--- config.mk ---
export PLATFORM = sky130hd
export DESIGN_NAME = prom_bank
export DESIGN_NICKNAME = d
export VERILOG_FILES = /design/src/source/prom_bank.sv
export SDC_FILE = /design/constraint.sdc
export NUM_CORES = 2
export LEC_CHECK = 0
export BUFFER_PORTS_ARGS = -buffer_cell sky130_fd_sc_hd__buf_4
export CORE_MARGIN = 2
export CORE_UTILIZATION = 55
export CTS_CLUSTER_SIZE = 16
export DETAILED_ROUTE_END_ITERATION = 10
export PLACE_DENSITY_LB_ADDON = 0.08
export SYNTH_ARGS = -nofsm -noshare
export SYNTH_HDL_FRONTEND = slang
export SYNTH_SLANG_ARGS = --single-unit
--- constraint.sdc ---
create_clock -name clk_rgb -period 2.3 [get_ports clk_rgb]
set_input_delay 0 -clock clk_rgb [delete_from_list [all_inputs] [get_ports clk_rgb]]
set_output_delay 0 -clock clk_rgb [all_outputs]
set_load 0.02 [all_outputs]
--- src/source/prom_bank.sv ---
// ==================================================
// PROM bank
// Byte-wide PROM image, written by the download
// path and read through a registered port
// ==================================================
`timescale 1ns/10ps
`default_nettype none

module prom_bank #(
    parameter int PROM_AW = 8
) (
    input  wire               clk_rgb,
    input  wire               wr_en,
    input  wire [PROM_AW-1:0] wr_addr,
    input  wire [PROM_AW-1:0] rd_addr,
    input  wire [7:0]         wr_data,
    output logic [7:0]        rd_data
);

    logic [7:0] mem [2**PROM_AW]; // PROM contents

    always_ff @(posedge clk_rgb) begin
        if (wr_en) begin
            mem[wr_addr] <= wr_data;
        end
        rd_data <= mem[rd_addr]; // Read every cycle
    end

endmodule

`default_nettype wire

==> impl_metrics.env <==
export IMPL_outcome="complete, but fails checks"
export IMPL_violations="design-rule violations, negative setup slack"
export IMPL_clock_insertion_delay_worst_skew_ns=0.84
export IMPL_place_congestion=0.886
export IMPL_finalWirelength_mm=203
export IMPL_synth_top_area_cell="sky130_fd_sc_hd__edfxtp_1"
export IMPL_post_synth_fa_ha_maj_area_fraction_pct=0
export IMPL_tightest_slew_ns=0.952
export IMPL_grt_antenna_before_repair=5
export IMPL_maximum_level_of_the_cts_h_tree=4
export IMPL_synth_xor_area_share_pct=0
export IMPL_setup_total_negative_slack_ns=-0.0733
export IMPL_unrepaired_setup_endpoints_after_global_routing="yes"
export IMPL_critical_path_slowest_cell="sky130_fd_sc_hd__mux4_2"
export IMPL_synth_simple_gate_area_share_pct=2.63
export IMPL_floorplan_rows=139
export IMPL_peak_supply_drop_v=0.000792
export IMPL_timing_critical_path_slowest_cell_delay_ns=0.52
export IMPL_fp_dieW_um=384
export IMPL_design_power_total_mw=78.2
export IMPL_post_route_worst_setup_slack_ns=-0.0429
export IMPL_total_power_density_per_cell_area_nw_per_um2=836
export IMPL_top_usage_layer="met2"
export IMPL_report_final_slew_viol_count=0
export IMPL_post_placement_worst_setup_slack_ns=-0.958
export IMPL_fp_coreArea_um2=144000
export IMPL_vias=41231
export IMPL_synth_area_mux_share_pct=14.6
export IMPL_synthesis_instances=3733
export IMPL_slew_limit_headroom_pct=36.5
export IMPL_groute_layer_met3_usage_pct=5.18
export IMPL_boundaryPins=34
export IMPL_worst_setup_hold_path_clk_slew_ns=0.06
export IMPL_ys_seq_area_share_pct=77.5
export IMPL_grtUsageTotal_pct=27.8
export IMPL_finalHoldViolations=0
export IMPL_die_area_um2=148000
export IMPL_max_cap_violations=0
export IMPL_antenna_violating_nets_remaining=0
export IMPL_cts_buffers_inserted=201
export IMPL_maxClockFrequency_mhz=427
export IMPL_timing_final_crit_share_pct=102
export IMPL_met2_usage_pct=44.4
export IMPL_synth_compound_area_share_pct=3.42
export IMPL_synth_top_cell_area_share_pct=77.3
export IMPL_critPathKind="reg -> reg"
export IMPL_holdCritPathClass="in -> reg"
export IMPL_critical_path_cell_chain="mux4_2, a22oi_1, a21oi_1, nor4_2, nor4_1"
export IMPL_start_kind="flip-flop"
export IMPL_critical_path_endpoint_type="flip-flop"
export IMPL_wp_data_required_ns=2.98
export IMPL_first_global_vias=41864
export IMPL_final_cell_utilization_of_the_core_pct=65.1
export IMPL_reported_leakage_power_nw=30.3
export IMPL_dieHeight_um=384
export IMPL_initialDrtViolationCount=5449
export IMPL_drc=2
export IMPL_drt_pre_antenna_iters=9
export IMPL_layout_min_cycle_time_ns=2.34
export IMPL_crit_fanout=1
export IMPL_clock_tree_buffer_depth=3
export IMPL_post_dr_vias_cell=6.35
export IMPL_ys_top_cells_by_area="sky130_fd_sc_hd__edfxtp_1, sky130_fd_sc_hd__mux4_2, sky130_fd_sc_hd__mux2i_1"
export IMPL_mappedNetlistArea_um2=79600
export IMPL_io_buffers=33
export IMPL_synth_cell_type_count=55
export IMPL_syn_num_nets=3759
export IMPL_drive_above_1_share_pct=32.2
export IMPL_dpl_hpwl_mm=133
export IMPL_tritoncts_clock_tree="done"
export IMPL_final_setup_viol_count=3
export IMPL_wire_length_of_the_first_global_routing_pass_mm=292
export IMPL_post_synth_cell_area_avg_um2=21.3
export IMPL_synth_top_family_by_area="multiplexers"
export IMPL_synth_edf_count=2048
export IMPL_final_setup_skew_ns=0.0240
export IMPL_initial_core_util_pct=55.4
export IMPL_largest_net_degree_at_the_start_of_global_routing=94
export IMPL_synth_top_flop_cell="sky130_fd_sc_hd__edfxtp_1"
export IMPL_timing_critical_path_arrival_ns=3.02
export IMPL_use_met1_pct=39.6
export IMPL_final_net_count=4440
export IMPL_areaGrowthSynthToFinish_pct=17.5
export IMPL_clock_sinks=2056
export IMPL_ys_ff_latch=2056
export IMPL_route_detailed_wl_per_inst_um=31.2
export IMPL_clock_tree_root_cell="sky130_fd_sc_hd__clkbuf_16"
export IMPL_globalRoute_totalOverflow=0
export IMPL_yosysWarnings=0
export IMPL_synth_async_sr_flop_share_pct=0
[cells by family after synthesis]
group / Yosys count
AO/OA/AOI/OAI: 385
buffers and inverters: 235
flip-flops: 2056
multiplexers: 591
AND/OR/NAND/NOR: 466
[synthesized netlist by cell type, types with 24 or more instances]
cell type / n
sky130_fd_sc_hd__nor4_1: 24
sky130_fd_sc_hd__a21oi_1: 96
sky130_fd_sc_hd__o22ai_1: 28
sky130_fd_sc_hd__buf_2: 31
sky130_fd_sc_hd__nor2b_1: 31
sky130_fd_sc_hd__edfxtp_1: 2048
sky130_fd_sc_hd__nand3_1: 34
sky130_fd_sc_hd__nor2_1: 282
sky130_fd_sc_hd__o221ai_1: 46
sky130_fd_sc_hd__mux2i_1: 134
sky130_fd_sc_hd__mux4_2: 454
sky130_fd_sc_hd__a22oi_1: 133
sky130_fd_sc_hd__nand2_1: 33
sky130_fd_sc_hd__buf_4: 27
sky130_fd_sc_hd__clkbuf_1: 111
[layout by cell type (no fill, tap or decap), drive strengths merged, types with 2 or more instances in the layout]
cell and n:
or2 4, clkbuf 252, bufinv 20, a22o 8, clkinvlp 6, nand2 33
o221ai 47, nand4 10, nor2 282, o22a 5, mux4 456, a21oi 96
a22oi 133, buf 683, nand3b 2, edfxtp 2048, a31oi 2, dfxtp 8
and2 6, nor4 27, o22ai 28, nor3 22, nand3 34, o21ai 12
dlygate4sd3 20, a221oi 14, o32ai 5, and3b 2, inv 7, mux2i 134
nand2b 8, a2111oi 5, nor2b 31, clkinv 100, a211oi 16, o211ai 10
a311oi 2
[critical path, delay by kind of cell (launching register included)]
kind            cells  cell delay, ns
mux                 1            0.52
flops               1            0.37
compound gates      2            0.69
simple gates        2            0.60
[per-layer routing]
layer  up-vias  part of all wire (%)
met5         -                 0.015
met4         4                   2.9
met3       316                   8.8
met2      2053                    49
met1     21775                    39
li1      17083                     -
[through the flow]
step	hold WS, ns	instances	cell area [µm²]
after floorplan	0.0989	3733	79600
after global placement	0.330	6094	86500
after detailed placement	0.341	6094	86500
after CTS	0.0134	6489	93400
after global routing	0.0398	6489	93500
final	0.0661	6490	93500
[report_power, final]
group / switching (mW) / leakage, nW / internal [mW]
sequential: 0.0698 / 18.5 / 41.3
combinational: 2.63 / 8.69 / 1.75
clock: 13.7 / 3.18 / 18.8
total: 16.4 / 30.3 / 61.8
[layout make-up]
cell class	instances	area [µm²]
Multi-Input combinational cell	1442	16700
Inverter	2	7.51
Timing Repair Buffer	711	6230
Clock buffer	244	5360
Antenna cell	1	2.50
Clock inverter	131	1160
Sequential cell	2056	61700
Fill cell	9477	50200
Tap cell	1903	2380
[registers in the layout, summed over array words and instances (netlist names)]
name,cells
mem,2048
rd_data,8
[what timing repair did]
item,CTS,global route
endpoints found under the hold margin,1415,0
endpoints found under the setup margin,8,8
pin swaps,2,5
resized for setup,31,11
buffers inserted,0,0
hold buffers,20,0
[final timing paths]
| check | start | to | slack (ns) | depth (start not counted) |
|---|---|---|---|---|
| worst max register to register | mem[200][4] | rd_data[4] | -0.04 | 5 |
| worst min-delay path | wr_data[4] | mem[82][4] | 0.07 | 2 |
| worst max-delay path | mem[200][4] | rd_data[4] | -0.04 | 5 |
| worst min register to register | mem[3][2] | rd_data[2] | 1.14 | 6 |
No activity file was read; power rests on OpenSTA's default activity.
