<file path="src/source/prom_pkg.sv">
// ==================================================
// PROM download package
// Shared types and constants for the ROM download
// path: PROM ids, download, program and PROM write
// records, and read requests
// ==================================================
`default_nettype none

package prom_pkg;

    localparam int DL_AW      = 22; // Download byte address width
    localparam int PROM_COUNT = 6;  // Colour and timing PROMs

    // First byte address owned by the PROMs
    localparam logic [DL_AW-1:0] PROG_REGION_END = DL_AW'(65536);

    typedef enum logic [2:0] {
        PROM_TIMING    = 3'd0, // 7J timing
        PROM_OBJ_PAL_B = 3'd1, // Object palette, bank B
        PROM_OBJ_PAL_A = 3'd2, // Object palette, bank A
        PROM_BACK_PAL  = 3'd3, // Background palette
        PROM_TXT_PAL   = 3'd4, // Text palette
        PROM_TXT       = 3'd5  // Text PROM
    } prom_id_e;

    typedef struct packed {
        logic [DL_AW-1:0] addr; // Byte address from loader
        logic [7:0]       data;
    } dl_write_t;

    typedef struct packed {
        logic [DL_AW-1:0] addr; // Word address
        logic [7:0]       data;
        logic [1:0]       mask; // Active low byte lanes
    } prog_write_t;

    typedef struct packed {
        logic [PROM_COUNT-1:0] sel;  // One-hot, bit order of prom_id_e
        logic [7:0]            addr; // Upper bits unused for small banks
        logic [7:0]            data;
    } prom_write_t;

    typedef struct packed {
        prom_id_e   id;
        logic [7:0] addr;
    } prom_read_t;

endpackage

`default_nettype wire

</file>
<file path="src/source/prom_download_decoder.sv">
// ==================================================
// PROM download decoder
// Splits the loader byte stream into 16-bit program
// writes and one-hot PROM writes, one cycle later
// ==================================================
`timescale 1ns/10ps
`default_nettype none

module prom_download_decoder (
    input  wire                    clk_rgb,
    input  wire                    reset,
    input  wire                    downloading,
    input  wire                    dl_wr,
    input  wire prom_pkg::dl_write_t dl,
    output logic                   prog_we,
    output prom_pkg::prog_write_t  prog,
    output prom_pkg::prom_write_t  prom_wr
);

    logic                                 accept;   // Strobe during download
    logic                                 is_prog;  // Below PROM region
    prom_pkg::prom_id_e                   prom_id;  // Decoded target PROM
    logic [prom_pkg::PROM_COUNT-1:0]      prom_sel; // One-hot of prom_id

    assign accept  = dl_wr && downloading;
    assign is_prog = dl.addr < prom_pkg::PROG_REGION_END;

    // Address fields to PROM id
    always_comb begin
        if (!dl.addr[12]) begin
            prom_id = prom_pkg::PROM_TXT; // Text PROM window
        end else begin
            case (dl.addr[9:8])
                2'd0:    prom_id = prom_pkg::PROM_TIMING;
                2'd1:    prom_id = prom_pkg::PROM_OBJ_PAL_B;
                2'd2:    prom_id = prom_pkg::PROM_OBJ_PAL_A;
                default: prom_id = dl.addr[5] ? prom_pkg::PROM_TXT_PAL
                                              : prom_pkg::PROM_BACK_PAL;
            endcase
        end
    end

    assign prom_sel = prom_pkg::PROM_COUNT'(1) << prom_id;

    // Strobes last one cycle
    always_ff @(posedge clk_rgb) begin
        if (reset) begin
            prog_we     <= 1'b0;
            prom_wr.sel <= '0;
        end else begin
            prog_we     <= accept && is_prog;
            prom_wr.sel <= (accept && !is_prog) ? prom_sel : '0;
        end
    end

    // Payload follows the accepted byte
    always_ff @(posedge clk_rgb) begin
        if (accept && is_prog) begin
            prog.addr <= {1'b0, dl.addr[prom_pkg::DL_AW-1:1]}; // Byte to word
            prog.data <= dl.data;
            prog.mask <= {dl.addr[0], ~dl.addr[0]}; // Even byte in upper lane
        end
        if (accept && !is_prog) begin
            prom_wr.addr <= dl.addr[7:0];
            prom_wr.data <= dl.data;
        end
    end

endmodule

`default_nettype wire

</file>
<file path="config.mk">
export PLATFORM = sky130hd
export DESIGN_NAME = prom_download_decoder
export DESIGN_NICKNAME = d
export VERILOG_FILES = /design/src/source/prom_pkg.sv /design/src/source/prom_download_decoder.sv
export SDC_FILE = /design/constraint.sdc
export NUM_CORES = 1
export LEC_CHECK = 0
export ABC_AREA = 1
export BUFFER_PORTS_ARGS = -buffer_cell sky130_fd_sc_hd__clkbuf_2
export CAP_MARGIN = 15
export CORE_MARGIN = 1
export CORE_UTILIZATION = 25
export DETAILED_ROUTE_END_ITERATION = 7
export PLACE_DENSITY = 0.55
export SYNTH_ARGS = -nofsm -noshare
export SYNTH_HDL_FRONTEND = slang
export SYNTH_SLANG_ARGS = --single-unit
</file>
<file path="constraint.sdc">
create_clock -name clk_rgb -period 4.1 [get_ports clk_rgb]
set_input_delay 0.41 -clock clk_rgb [delete_from_list [all_inputs] [get_ports clk_rgb]]
set_output_delay 0.41 -clock clk_rgb [all_outputs]
set_load 0.05 [all_outputs]
</file>
==> results.toml, run 1 <==
[route]
first_pass_iters = 4
wire_per_inst_um = 12.3
detail-route-antenna-nets = 0
route.vias.total = 1007
via_per_inst = 3.89
first_iter_violations = 15
drc = 0
wl_um = 3200

[clock_tree]
ctsHoldBuffers = 0
root_buffer = "clkbuf_8"
clkSinkCount = 54
tritoncts = "yes"
postCtsSetupRepairBufs = 0
cts_max_level = 2
clk_pin_slew_ns = 0.09
cts_buffers = 5
clockBufferDepth = 2
cts-resized-gates = 0

[yosys]
synth_edf_count = 47
synth_area_leaders = "edfxtp_1, dfxtp_1, nand2_1"
syn-num-nets = 121
ys_seq_elements = 54
syn-instance-count = 87
synth_top_area_share_pct = 81.7
ys_async_sr_fraction_pct = 0
synthTopCellsByCount = "edfxtp_1, dfxtp_1, nand2_1, nor2_1, inv_1"
synth.most_common_cell = "edfxtp_1"
yosys.area.top_type = "edfxtp_1"
synth_cell_types = 15
yosys_warnings = 0
synthesis.area_um2 = 1730
seq_area_frac_synth_pct = 89.9
synth_flop_cell = "edfxtp_1"
postSynthAreaPerCell_um2 = 19.8

[cells_and_area]
area_delta_synth_final_pct = 36.1
antenna_cells = 0
nFillCells = 604
layout.nets = 215
drive_gt1_share_pct = 56.0

[sta]
rsz0062_at_grt = "false"
hold_violations = 0
setup_viol = 0
min_period_ns = 1.36
setup_tns_ns = 0
fmax_mhz = 733
tightest_slew_ns = 0.668
min_period_over_period_pct = 33.3
slew_headroom_pct = 55.4
finalMaxSlewViolations = 0

[critical_path]
crit_path_max_incr_delay_ns = 0.40
cp-startpoint = "prom_wr[2]"
crit_required_ns = 3.69
worstPathCellList = "clkbuf_2"
cp_max_fo = 1
start_kind = "flip-flop"
crit_family = "flip-flops"
crit_type = "reg2out"
crit_arrival_ns = 0.95
cp_slowest_cell = "edfxtp_1"
crit_buf_inv = 1
critPathCaptureType = "primary output"

[floorplanning]
row_count = 29
dieArea_um2 = 7240
start_util_pct = 26.6
die_h_um = 85.1
ioPinCount = 89
core-area_um2 = 6490
die_w_um = 85.1

[global_route]
grt_pass1_wl_um = 4710
grtUsageTotal_pct = 8.95
grt_max_degree = 32
grt-ovfl-total = 0
grt_pass1_vias = 934
antenna_found_initial = 0

[power]
power_density_nw_per_um2 = 423
p_total_mw = 0.994
vdd_drop_max_uv = 126
p_leak_nw = 0.984

[place]
hpwl_um = 2320
gp_congestion = 0.727
io_buffer_count = 87

[status]
run_status = "completed"

[flow_run]
maxCapViolations = 0

[worst_hold_path]
hp-class = "in2reg"
hp-start = "dl[19]"
==> cells by family (layout without fill, tap and decap cells) <==
group	Yosys count	count (layout)	synth area share, %
AO/OA/AOI/OAI	1	1	0.942
buffers and inverters	7	102	1.74
other	1	1	0.217
AND/OR/NAND/NOR	24	24	7.25
flip-flops	54	54	89.9
==> stage by stage <==
stage          utilization, %  setup WS, ns  instance area, µm²  cells  hold slack [ns]
6_report                 36.2          2.74                2350    259            0.281
5_1_grt                  36.2          2.68                2350    259            0.265
4_1_cts                  36.2          2.73                2350    259            0.264
3_5_place_dp             34.8          2.43                2260    251            0.589
3_3_place_gp             34.8          2.43                2260    251            0.589
2_1_floorplan               -          1.70                1730     87            0.489
==> report_power, final <==
part / leakage [nW] / total, mW / internal [mW] / switching [mW]
clock network: 0.0422 / 0.287 / 0.120 / 0.166
registers: 0.485 / 0.614 / 0.610 / 0.00356
logic: 0.457 / 0.0935 / 0.0226 / 0.0709
==> layout make-up <==
class	instances	area (µm²)	area share [%]
clock inverters	3	20.0	0.852
well taps	77	96.3	4.10
flip-flops and latches	54	1550	66.0
multi-input cells	26	148	6.28
repair buffers	88	443	18.8
inverters	6	22.5	0.958
clock buffers	5	68.8	2.93
==> metal layers <==
layer	vias to the layer above	global-route usage, %	share of wire [%]
li1	502	-	-
met3	5	4.09	10
met4	0	4.62	1.8
met1	437	11.4	47
met2	63	12.8	41
met5	-	0	0
==> registers in the layout (all words and copies together), names as in the netlist <==
signal and flops:
prom_wr 22, prog_we 1, prog 31
==> cell usage in the layout (no fill, tap or decap), types with 2 or more instances in the layout <==
cell type | Yosys | routed
clkbuf_2 | 0 | 87
edfxtp_1 | 47 | 47
dfxtp_1 | 7 | 7
nand2_1 | 6 | 6
nor2_1 | 6 | 5
inv_1 | 5 | 5
clkbuf_8 | 0 | 5
nor3_1 | 4 | 4
nand3_1 | 3 | 3
clkinv_1 | 1 | 2
nand2_2 | 2 | 2
==> path summary, 6_finish.rpt <==
kind                  cells after the start    endpoint  slack, ns
worst max-delay path                      1  prom_wr[2]       2.74
worst min-delay path                      1    prog[20]       0.28
No activity file was read; power rests on OpenSTA's default activity.
==> run 2: changes to the inputs <==
- clock period: 4.1 -> 1.3 ns (I/O delays scaled with it)
==> results.toml, run 2 (synthesized netlist as in run 1, its figures left out) <==
[route]
detail-route-antenna-nets = 0
via_per_inst = 4.07
drc = 0
first_iter_violations = 20
wl_um = 3340
first_pass_iters = 4
route.vias.total = 1103
wire_per_inst_um = 12.3

[floorplanning]
die_w_um = 85.1
row_count = 29
dieArea_um2 = 7240
start_util_pct = 26.6
core-area_um2 = 6490
ioPinCount = 89
die_h_um = 85.1

[critical_path]
crit_family = "flip-flops"
crit_arrival_ns = 0.95
worstPathCellList = "clkbuf_2"
crit_required_ns = 1.17
cp_slowest_cell = "edfxtp_1"
start_kind = "flip-flop"
critPathCaptureType = "primary output"
crit_buf_inv = 1
crit_path_max_incr_delay_ns = 0.40
crit_type = "reg2out"
cp_max_fo = 1

[sta]
setup_viol = 0
min_period_over_period_pct = 82.8
min_period_ns = 1.08
hold_violations = 0
rsz0062_at_grt = "false"
finalMaxSlewViolations = 0
setup_tns_ns = 0
fmax_mhz = 929

[worst_hold_path]
hp-class = "in2reg"

[cells_and_area]
largest_reg_flops = 31
max_flop_register = "prog"
utilization_pct = 38.7
reg_top3 = "prog x31, prom_wr x22, prog_we x1"
area_delta_synth_final_pct = 45.6
layout.nets = 227
final_cell_mix = "clkbuf_2, edfxtp_1, dlygate4sd3_1"
layout_commonest_cell = "clkbuf_2"
drive_gt1_share_pct = 54.1
antenna_cells = 0
final_area_um2 = 2510

[clock_tree]
root_buffer = "clkbuf_8"
postCtsSetupRepairBufs = 0
clkSinkCount = 54
tritoncts = "yes"
cts-resized-gates = 0
clk_pin_slew_ns = 0.09
cts_buffers = 5
ctsHoldBuffers = 4
clockBufferDepth = 2
cts_max_level = 2

[place]
io_buffer_count = 87
hpwl_um = 2410
gp_congestion = 0.690
dpl_cell_area_um2 = 2310

[power]
p_leak_nw = 1.05
vdd_drop_max_uv = 374
power_density_nw_per_um2 = 1340
p_total_mw = 3.36

[global_route]
met1_usage_pct = 11.7
use_met3_pct = 4.09
antenna_found_initial = 0
grt-ovfl-total = 0
met2_usage_pct = 13.9
grt-busiest-layer = "met2"
grt_max_degree = 26
grtUsageTotal_pct = 9.32
grt_pass1_wl_um = 5020
grt_pass1_vias = 1030

[status]
run_status = "completed"

[flow_run]
maxCapViolations = 0
run 2: through the flow:
stage	hold WS, ns	setup slack [ns]	std cells
after floorplan	0.209	0.0173	87
after global placement	0.309	0.177	254
after detailed placement	0.309	0.172	254
after CTS	0.00357	0.206	266
after global routing	0.00292	0.180	271
final	0.0205	0.224	271
run 2: cell type report:
type,count,area [µm²]
fillers,624,3980
flip-flops and latches,54,1550
repair buffers,100,581
multi-input cells,26,153
well taps,77,96.3
clock buffers,6,72.6
clock inverters,2,37.5
inverters,6,22.5
run 2: path summary, 6_finish.rpt:
kind / from / end / slack, ns / cells after the start
setup / recovery: prom_wr[3] / prom_wr[3] / 0.22 / 1
hold / removal: dl[27] / prog[28] / 0.02 / 1
run 2: per-layer routing:
metal  wire length [µm]  vias up
met2               1420       62
met3                326        5
li1                   -      527
met1               1540      509
met5                  0        -
met4                 63        0
run 2: report_power, final:
group / switching [mW] / internal (mW)
logic: 0.230 / 0.0959
clock network: 0.520 / 0.575
registers: 0.0120 / 1.92
