**config.mk**
```make
export PLATFORM = sky130hd
export DESIGN_NAME = prom_read_mux
export DESIGN_NICKNAME = d
export VERILOG_FILES = /design/src/source/prom_pkg.sv /design/src/source/prom_read_mux.sv
export SDC_FILE = /design/constraint.sdc
export NUM_CORES = 1
export LEC_CHECK = 0
export ABC_AREA = 1
export BUFFER_PORTS_ARGS = -buffer_cell sky130_fd_sc_hd__buf_2
export CAP_MARGIN = 20
export CORE_UTILIZATION = 36
export DETAILED_ROUTE_END_ITERATION = 16
export PLACE_DENSITY = 0.76
export SYNTH_ARGS = -nofsm -noshare
export SYNTH_HDL_FRONTEND = slang
export SYNTH_SLANG_ARGS = --single-unit
```
**constraint.sdc**
```tcl
create_clock -name clk_rgb -period 1.16 [get_ports clk_rgb]
set_input_delay 0.174 -clock clk_rgb [delete_from_list [all_inputs] [get_ports clk_rgb]]
set_output_delay 0.174 -clock clk_rgb [all_outputs]
set_load 0.05 [all_outputs]
```
**src/source/prom_pkg.sv**
```systemverilog
// ==================================================
// PROM download package
// Shared types and constants for the ROM download
// path: PROM ids, download, program and PROM write
// records, and read requests
// ==================================================
`default_nettype none

package prom_pkg;

    localparam int DL_AW      = 22; // Download byte address width
    localparam int PROM_COUNT = 6;  // Colour and timing PROMs

    // First byte address owned by the PROMs
    localparam logic [DL_AW-1:0] PROG_REGION_END = DL_AW'(65536);

    typedef enum logic [2:0] {
        PROM_TIMING    = 3'd0, // 7J timing
        PROM_OBJ_PAL_B = 3'd1, // Object palette, bank B
        PROM_OBJ_PAL_A = 3'd2, // Object palette, bank A
        PROM_BACK_PAL  = 3'd3, // Background palette
        PROM_TXT_PAL   = 3'd4, // Text palette
        PROM_TXT       = 3'd5  // Text PROM
    } prom_id_e;

    typedef struct packed {
        logic [DL_AW-1:0] addr; // Byte address from loader
        logic [7:0]       data;
    } dl_write_t;

    typedef struct packed {
        logic [DL_AW-1:0] addr; // Word address
        logic [7:0]       data;
        logic [1:0]       mask; // Active low byte lanes
    } prog_write_t;

    typedef struct packed {
        logic [PROM_COUNT-1:0] sel;  // One-hot, bit order of prom_id_e
        logic [7:0]            addr; // Upper bits unused for small banks
        logic [7:0]            data;
    } prom_write_t;

    typedef struct packed {
        prom_id_e   id;
        logic [7:0] addr;
    } prom_read_t;

endpackage

`default_nettype wire

```
**src/source/prom_read_mux.sv**
```systemverilog
// ==================================================
// PROM read mux
// Sends read requests to all banks and registers
// the byte of the requested PROM, two cycles after
// the request. Requests are dropped in download
// ==================================================
`timescale 1ns/10ps
`default_nettype none

module prom_read_mux #(
    parameter int PROM_AW = 8
) (
    input  wire                                clk_rgb,
    input  wire                                reset,
    input  wire                                downloading,
    input  wire                                rd_req_strobe,
    input  wire prom_pkg::prom_read_t          rd_req,
    output logic [PROM_AW-1:0]                 bank_addr,
    input  wire [prom_pkg::PROM_COUNT-1:0][7:0] bank_data,
    output logic                               rd_valid,
    output logic [7:0]                         rd_data
);

    logic               req_valid_q; // Bank read under way
    prom_pkg::prom_id_e req_id_q;    // Which bank to take
    logic               id_in_range; // Guards ids 6 and 7

    assign bank_addr   = rd_req.addr[PROM_AW-1:0]; // Shared by all banks
    assign id_in_range = int'(req_id_q) < prom_pkg::PROM_COUNT;

    always_ff @(posedge clk_rgb) begin
        if (reset) begin
            req_valid_q <= 1'b0;
            rd_valid    <= 1'b0;
        end else begin
            req_valid_q <= rd_req_strobe && !downloading;
            rd_valid    <= req_valid_q;
        end
    end

    always_ff @(posedge clk_rgb) begin
        req_id_q <= rd_req.id; // Lines up with bank output
        if (req_valid_q) begin
            rd_data <= id_in_range ? bank_data[req_id_q] : 8'h00;
        end
    end

endmodule

`default_nettype wire

```
==> run summary, run 1 <==
The run finished with clean final reports. The share of synthesized area in the top cell type comes to 28.8%. The tools report the number of clock sinks as 13. The logs give -0.0546 ns for the worst setup timing slack at the placement stage and 4.07 mm for the first-pass GRT wire length. Along the worst path, the maximum fanout reaches 7. The cell with the most instances after synthesis is nand2_1. The antenna diode instance count was 0; the transition time at the pin with the least slew margin was 0.369 ns.

Critical path startpoint category: a register. Row generation in the floorplan step produced 19 rows. CTS placed an instance of clkbuf_4 at the clock tree root. Using the TritonRoute via totals, the vias-per-cell ratio works out to 4.46. Global routing consumed, over all layers together, 16.4% of the routing resources. The count of nets left with antenna violations once routing finished came out at 0. Once detailed placement completed, the half-perimeter wirelength came to 1.94 mm. After global routing the overflow that remains totals 0. The congestion estimate from routability-driven global placement came to 0.749. The number of nets produced by synthesis was 234; the clock-pin slew on the worst setup and hold paths was 0.08 ns. The clock insertion delay at the later pin of the skew report was 0.27 ns. The worst path uses 95.6% of the clock period. The sequential fraction of the synthesis area is 32.6%, and the final setup violation count is 0. Each instance of the synthesized netlist takes up on average 6.10 um^2.

For this block, the routed nets add up to 2.46 mm of wire. After the last flow step, the layout net total stands at 295. The max-capacitance violation count is 0, and the remaining routing DRC violations is 0.

Summing over every cut layer, the via total after detailed routing is 1169. The hold violation total from the final report was 0. Achievable frequency: 901 MHz. In this run the tightest slew margin relative to its limit is 75.4%. The number of antenna violations at the first check in global routing is 0, and the CTS buffer count is 3.

The count of buffers added on input and output ports is 63. The floorplan step defined a die boundary enclosing 3120 um^2. The final setup skew was 0.00777 ns. The leading register cell type out of synthesis is edfxtp_1. The async set-or-reset flop fraction in the synthesized netlist works out to 0%. The tightest min-delay check is of the input port to register type.

No sink is reached through more buffers than the 2 on the longest clock path. The worst IR drop on VDD was 0.789 mV; the share of the synthesized area in compound gates (AO/OA/AOI/OAI) was 0%. By count the netlist is led by nand2_1 (80), inv_1 (34), nand3_1 (24). The number of setup buffers added after CTS is 0.

The type of element capturing the critical path was a register. The library cell occupying the most area in the post-synthesis netlist is nand2_1. After synthesis, the netlist uses 11 different library cells. Entering global routing, the biggest net connects 25 pins.

The die is 55.8 um wide. The areal power density over the cells is 788 nW/um^2. The multiplexer fraction of the synthesized cell area is 0%. Data on the critical path arrives at its endpoint at 1.14 ns. The run gives 262 as the final cell count without fillers. The pre-antenna-repair detailed-routing pass consisted of 4 iterations. Of the cells placed in the final design, the portion with a size suffix greater than 1 is 35.1%. Once layout is done, the placed cells without fillers occupy 1420 um^2. The run gives 0 as the number of pins with negative max-slew slack in the final report. TritonCTS built the clock tree. The synthesized netlist devotes 0% of its cell area to XOR and XNOR gates. Dividing the detail-routed wire length by the instance count gives 9.40 um.

By area the synthesized netlist is led by nand2_1 (29%), edfxtp_1 (23%), inv_1 (12%), nand3_1 (12%), dfxtp_1 (9.6%). The setup slack of the critical path after layout was 0.0506 ns. In this run the cell area of the synthesized design comes to 1040 um^2.

Yosys mapped a number of flops with a built-in enable equal to 8. The routed design could run at a clock period as short as 1.11 ns. The static leakage was 0.911 nW; the simple-gate share of the synthesized area was 41.4%. Counting tap cells, the placed design contains a total of 255 instances. The initial utilization of the core area, before any placement, comes to 37.8%.

The completed layout was analyzed and its total power is 1.11 mW. The floorplan die height works out to 55.8 um. The worst setup path category is register to register. In this run, the number of DRC markers left after iteration 0 of detailed routing was 21.

During synthesis, Yosys emitted a total of 0 warnings. The synthesized netlist devotes 0% of its cell area to adder and majority cells. In the synthesized netlist, the number of instances is 171. By area, the combinational part of the netlist is dominated by simple AND/OR/NAND/NOR gates. Setup repair after global routing could not meet its margin everywhere.

The maximum level of the CTS H-tree was 1. The core area is 2760 um^2, and the total cell area at the placement stage is 1310 um^2. In this run the count of I/O pins placed on the die edge is 80. Data on the critical path is required at its endpoint by 1.19 ns. The number of global-route vias before repair was 1071. Compared with the post-synthesis result, the final layout area differs by 35.6%.

Counting flops and latches in the post-synthesis netlist gives 13.
state kept, by name, summed over array words and instances, names as in the netlist:
signal and cells:
rd_valid 1, rd_data 8, req_valid_q 1, req_id_q 3
power breakdown:
part / switching (mW) / internal, mW / total (mW)
Sequential: 0.0146 / 0.506 / 0.521
Combinational: 0.162 / 0.153 / 0.315
Clock: 0.145 / 0.133 / 0.278
Total: 0.322 / 0.793 / 1.11
final timing paths:
kind / start / depth (start not counted) / slack [ns] / to
max: req_id_q[0]$_DFF_P_ / 6 / 0.05 / rd_data[7]$_SDFFCE_PP0P_
min: downloading / 2 / 0.06 / req_valid_q$_SDFF_PP0_
max reg2reg: req_id_q[0]$_DFF_P_ / 6 / 0.05 / rd_data[7]$_SDFFCE_PP0P_
min reg2reg: req_valid_q$_SDFF_PP0_ / 2 / 0.59 / rd_valid$_SDFF_PP0_
cell families (layout without fill, tap and decap cells):
kind of cell / count (synthesis) / count (layout)
buf+inv: 52 / 112
flops: 13 / 13
simple gates: 106 / 106
cell usage in the layout (no fill, tap or decap), drive strengths merged:
cell type / netlist / final
dfxtp: 5 / 5
nor3b: 1 / 1
buf: 15 / 69
inv: 36 / 35
clkbuf: 1 / 4
dlygate4sd3: 0 / 3
nand3: 24 / 24
edfxtp: 8 / 8
nand2: 80 / 80
nor2: 1 / 1
clkinv: 0 / 1
area by class of cell:
cell class,instances,area [um^2]
Tap cell,31,38.8
Inverter,36,150
Multi-Input combinational cell,106,454
Timing Repair Buffer,72,402
Clock buffer,4,26.3
Fill cell,319,1340
Sequential cell,13,344
layer usage:
| metal | wire length (um) | GRT usage [%] | share of wire, % |
|---|---|---|---|
| met1 | 978 | 16.1 | 40 |
| met3 | 162 | 4.42 | 6.6 |
| met4 | 16 | 4.53 | 0.65 |
| met5 | 0 | 0 | 0 |
| met2 | 1310 | 33.2 | 53 |
stage by stage:
stage | hold WS (ns) | TNS [ns] | util [%]
after CTS | 0.00329 | 0 | 49.3
after detailed placement | 0.279 | -0.315 | 47.5
after global placement | 0.277 | -0.00504 | 47.5
final | 0.0567 | 0 | 51.3
after floorplan | 0.202 | 0 | -
after global routing | 0.0413 | -0.0142 | 51.3
critical path, stage by stage (launching register included):
cell and delay (ns):
dfxtp_4 0.43, buf_6 0.14, nand2_1 0.05, nand3_1 0.07
nand2_1 0.06, nand2_1 0.05, nand2_1 0.05
repair_timing:
| item | 4_1_cts | 5_1_grt |
|---|---|---|
| hold endpoints to repair | 2 | 1 |
| hold buffers | 2 | 1 |
| resized for setup | 1 | 13 |
| endpoints found under the setup margin | 8 | 8 |
| pin swaps | 0 | 1 |
Note: power is estimated with default switching activity, not from simulation.
==> run 2, diff against run 1 <==
--- a/config.mk
+++ b/config.mk
@@ -5,12 +5,11 @@
 export SDC_FILE = /design/constraint.sdc
 export NUM_CORES = 1
 export LEC_CHECK = 0
-export ABC_AREA = 1
 export BUFFER_PORTS_ARGS = -buffer_cell sky130_fd_sc_hd__buf_2
 export CAP_MARGIN = 20
-export CORE_UTILIZATION = 36
+export CORE_UTILIZATION = 32
 export DETAILED_ROUTE_END_ITERATION = 16
-export PLACE_DENSITY = 0.76
+export PLACE_DENSITY = 0.73
 export SYNTH_ARGS = -nofsm -noshare
 export SYNTH_HDL_FRONTEND = slang
 export SYNTH_SLANG_ARGS = --single-unit
==> run summary, run 2 <==
In this run the worst hold path is classified as input port to register. The setup TNS is -0.225 ns, and the clock-pin slew on the worst setup and hold paths is 0.08 ns. The largest single stage delay on the critical path is 0.37 ns. The library cell used most frequently in the layout, excluding fill and tap cells, is buf_2.

After synthesis, the netlist uses 15 different library cells. The top fanout value on the critical path was 8. Buffers placed on the I/O ports in this run total 63.

TritonCTS built the clock tree. VDD sags by at most 0.633 mV. Leaving out fill and tap cells, the most frequent cells in the layout are buf_2 (63), mux2i_1 (22), o32a_1 (8), buf_4 (8), edfxtp_1 (8).

At the pin with the least slew margin, the transition time is 0.393 ns. The most common cell in the synthesized netlist is mux2i_1. Final hold analysis gives a worst-case slack of 0.0464 ns. The number of register bits inferred by synthesis came out at 13.

The tools report the headroom to the max-slew limit as 73.8%. The areal power density over the cells came out at 893 nW/um^2. For the number of pins with negative max-slew slack in the final report, the log shows 0. The initial utilization of the core area, before any placement, comes to 34.0%.

The post-synthesis instance area came out at 850 um^2. The overall global routing resource usage was 16.3%; the weighted congestion reported at the end of routability-driven placement was 0.650. STA classifies the critical path startpoint as a register.

Share of the cycle needed by the critical path after routing: 103%. The clock insertion delay at the later pin of the skew report is 0.28 ns, and the achievable frequency is 834 MHz. At the placement stage, the worst setup path has a slack of -0.0801 ns. Across all layers, the routed design uses 826 vias. Including well taps, the total number of placed cells is 157. The hold violation total from the final report came out at 0. Walking the worst path, the cells encountered are bufbuf_16 > o32a_1 > o21ai_1.

The total area inside the core boundary comes to 2500 um^2. The checks that failed: negative setup slack. Measured along the x axis, the die boundary spans 53.5 um. Counting along the longest clock path gives a buffer depth of 2. Iteration count of the initial detailed-routing pass: 2. The final cell count without fillers is 170. The setup slack of the critical path after layout is -0.0386 ns.

The register with the most flip-flops in the layout has 8 of them. Ranked by total cell area, the synthesized netlist is headed by mux2i_1 (28%), edfxtp_1 (28%), dfxtp_1 (12%), o32a_1 (9.4%), buf_4 (8.8%). The maximum number of pins on one net before global-route repair came out at 10. Counting every net in the synthesized netlist gives 134. Counting flops with a built-in enable in the synthesized netlist gives 8.

The cell sitting at the root of the clock tree is a clkbuf_4. The final layout contains routed wiring with a total length of 2.31 mm. Once detail routing completed, the nets flagged for antenna violations numbered 0.

The first-pass GRT wire length is 3.21 mm, and the number of antenna violations at the first check in global routing is 0. For the total number of placement rows, the log shows 18. The repair_antennas step left the layout with diodes totalling 0.

The logs give 8 for the final setup violation count and 0 for the max-capacitance violation count. The maximum level of the CTS H-tree came out at 1. Of the cells placed in the final design, the portion with a size suffix greater than 1 is 60.7%. The top-area cell type share of the netlist area is 28.3%. The area added between synthesis and finish was 55.5%. In the final layout, the registers with the most flip-flops are rd_data x8, req_id_q x3.

Ranked by instance count, the synthesized netlist is headed by mux2i_1 (24), buf_4 (10), edfxtp_1 (8), o32a_1 (8), o21ai_0 (6). The critical path in this run is classified as register to register. In this run the count of I/O pins placed on the die edge is 80.

In this run the static leakage power is 0.649 nW. The top register by number of flip-flops is rd_data. For the number of global-route vias before repair, the log shows 775. The type of element capturing the critical path was a register. The flow ran to the end, but the final reports show violations. Counting every sink on the clock net gives 13. The floorplan step defined a die boundary enclosing 2860 um^2.

Summing internal, switching and leakage power gives 1.18 mW. The required time of the worst setup path is 1.29 ns. The tools report the yosys synthesis warning count as 0. Synthesis produced a netlist whose cell count is 71. Setup repair after global routing could not meet its margin everywhere. Total grt overflow: 0. Library cell occupying the most area in the post-synthesis netlist: mux2i_1. The final setup skew is 0.00180 ns, and the CTS buffer count is 3. The library cell contributing the largest single delay on the critical path is dfxtp_4.

Sequential cells were found to cover 40.1% of the synthesized design area. The run gives 1.33 ns as the arrival time at the worst endpoint. Summed over all nets, the half-perimeter wirelength after detailed placement is 1.70 mm. In the routed design, unresolved DRC markers number 0.

Counting flops with an async set or reset pin after synthesis yields a share of 0%. The total number of nets in the final design was 204. Using the TritonRoute via totals, the vias-per-cell ratio works out to 4.86. The mean routed wirelength per cell came out at 13.6 um. For the finished layout, the period the worst path requires is 1.20 ns. Number of violations reported at the end of detailed-routing iteration 0: 2. Among all flip-flop cells after synthesis, the most frequent one is edfxtp_1. Measured along the y axis, the die boundary spans 53.5 um. Averaged over all synthesized cells, the footprint is 12.0 um^2.
## run 2: routing by layer
layer | track usage [%] | wire length [um]
met5 | 0 | 0
met3 | 6.32 | 268
met4 | 6.58 | 25
met2 | 29.8 | 1130
met1 | 16.4 | 888
## run 2: final timing paths
kind / startpoint / endpoint / slack (ns) / depth (start not counted)
max: req_id_q[0]$_DFF_P_ / rd_data[4]$_SDFFCE_PP0P_ / -0.04 / 3
min: downloading / req_valid_q$_SDFF_PP0_ / 0.05 / 2
max reg2reg: req_id_q[0]$_DFF_P_ / rd_data[4]$_SDFFCE_PP0P_ / -0.04 / 3
min reg2reg: req_valid_q$_SDFF_PP0_ / rd_data[3]$_SDFFCE_PP0P_ / 0.65 / 0
## run 2: stage by stage
stage               utilization (%)  area [um^2]
finish                         52.9         1320
global route                   52.9         1320
CTS                            51.8         1290
detailed placement             46.6         1160
global placement               46.6         1160
floorplan                         -          858
## run 2: logic make-up after synthesis
kind of cell / count (synthesis) / synth area share (%)
AO/OA/AOI/OAI: 16 / 14.6
multiplexers: 24 / 28.3
AND/OR/NAND/NOR: 4 / 3.39
flip-flops: 13 / 40.1
buffers and inverters: 14 / 13.7
## run 2: what timing repair did
action / in CTS / in global routing
hold buffers: 3 / 0
pin swaps: 5 / 5
buffers inserted: 4 / 1
endpoints found under the hold margin: 3 / 0
resized for setup: 9 / 4
setup endpoints to repair: 8 / 8
cloned: 1 / 0
## run 2: cell type report
type / count / area [um^2]
Clock buffer: 4 / 26.3
Multi-Input combinational cell: 44 / 409
Tap cell: 30 / 37.5
Timing Repair Buffer: 79 / 500
Fill cell: 240 / 1180
Sequential cell: 13 / 348
## run 2: report_power, final
part,total [mW],internal [mW],switching [mW]
registers,0.533,0.516,0.0174
logic,0.363,0.204,0.160
clock network,0.283,0.133,0.150
total,1.18,0.853,0.327
## run 2: critical path: cells and delay by family (launching register included)
kind	cells	cell delay [ns]
flip-flops	1	0.37
AO/OA/AOI/OAI	2	0.42
buffers and inverters	1	0.27
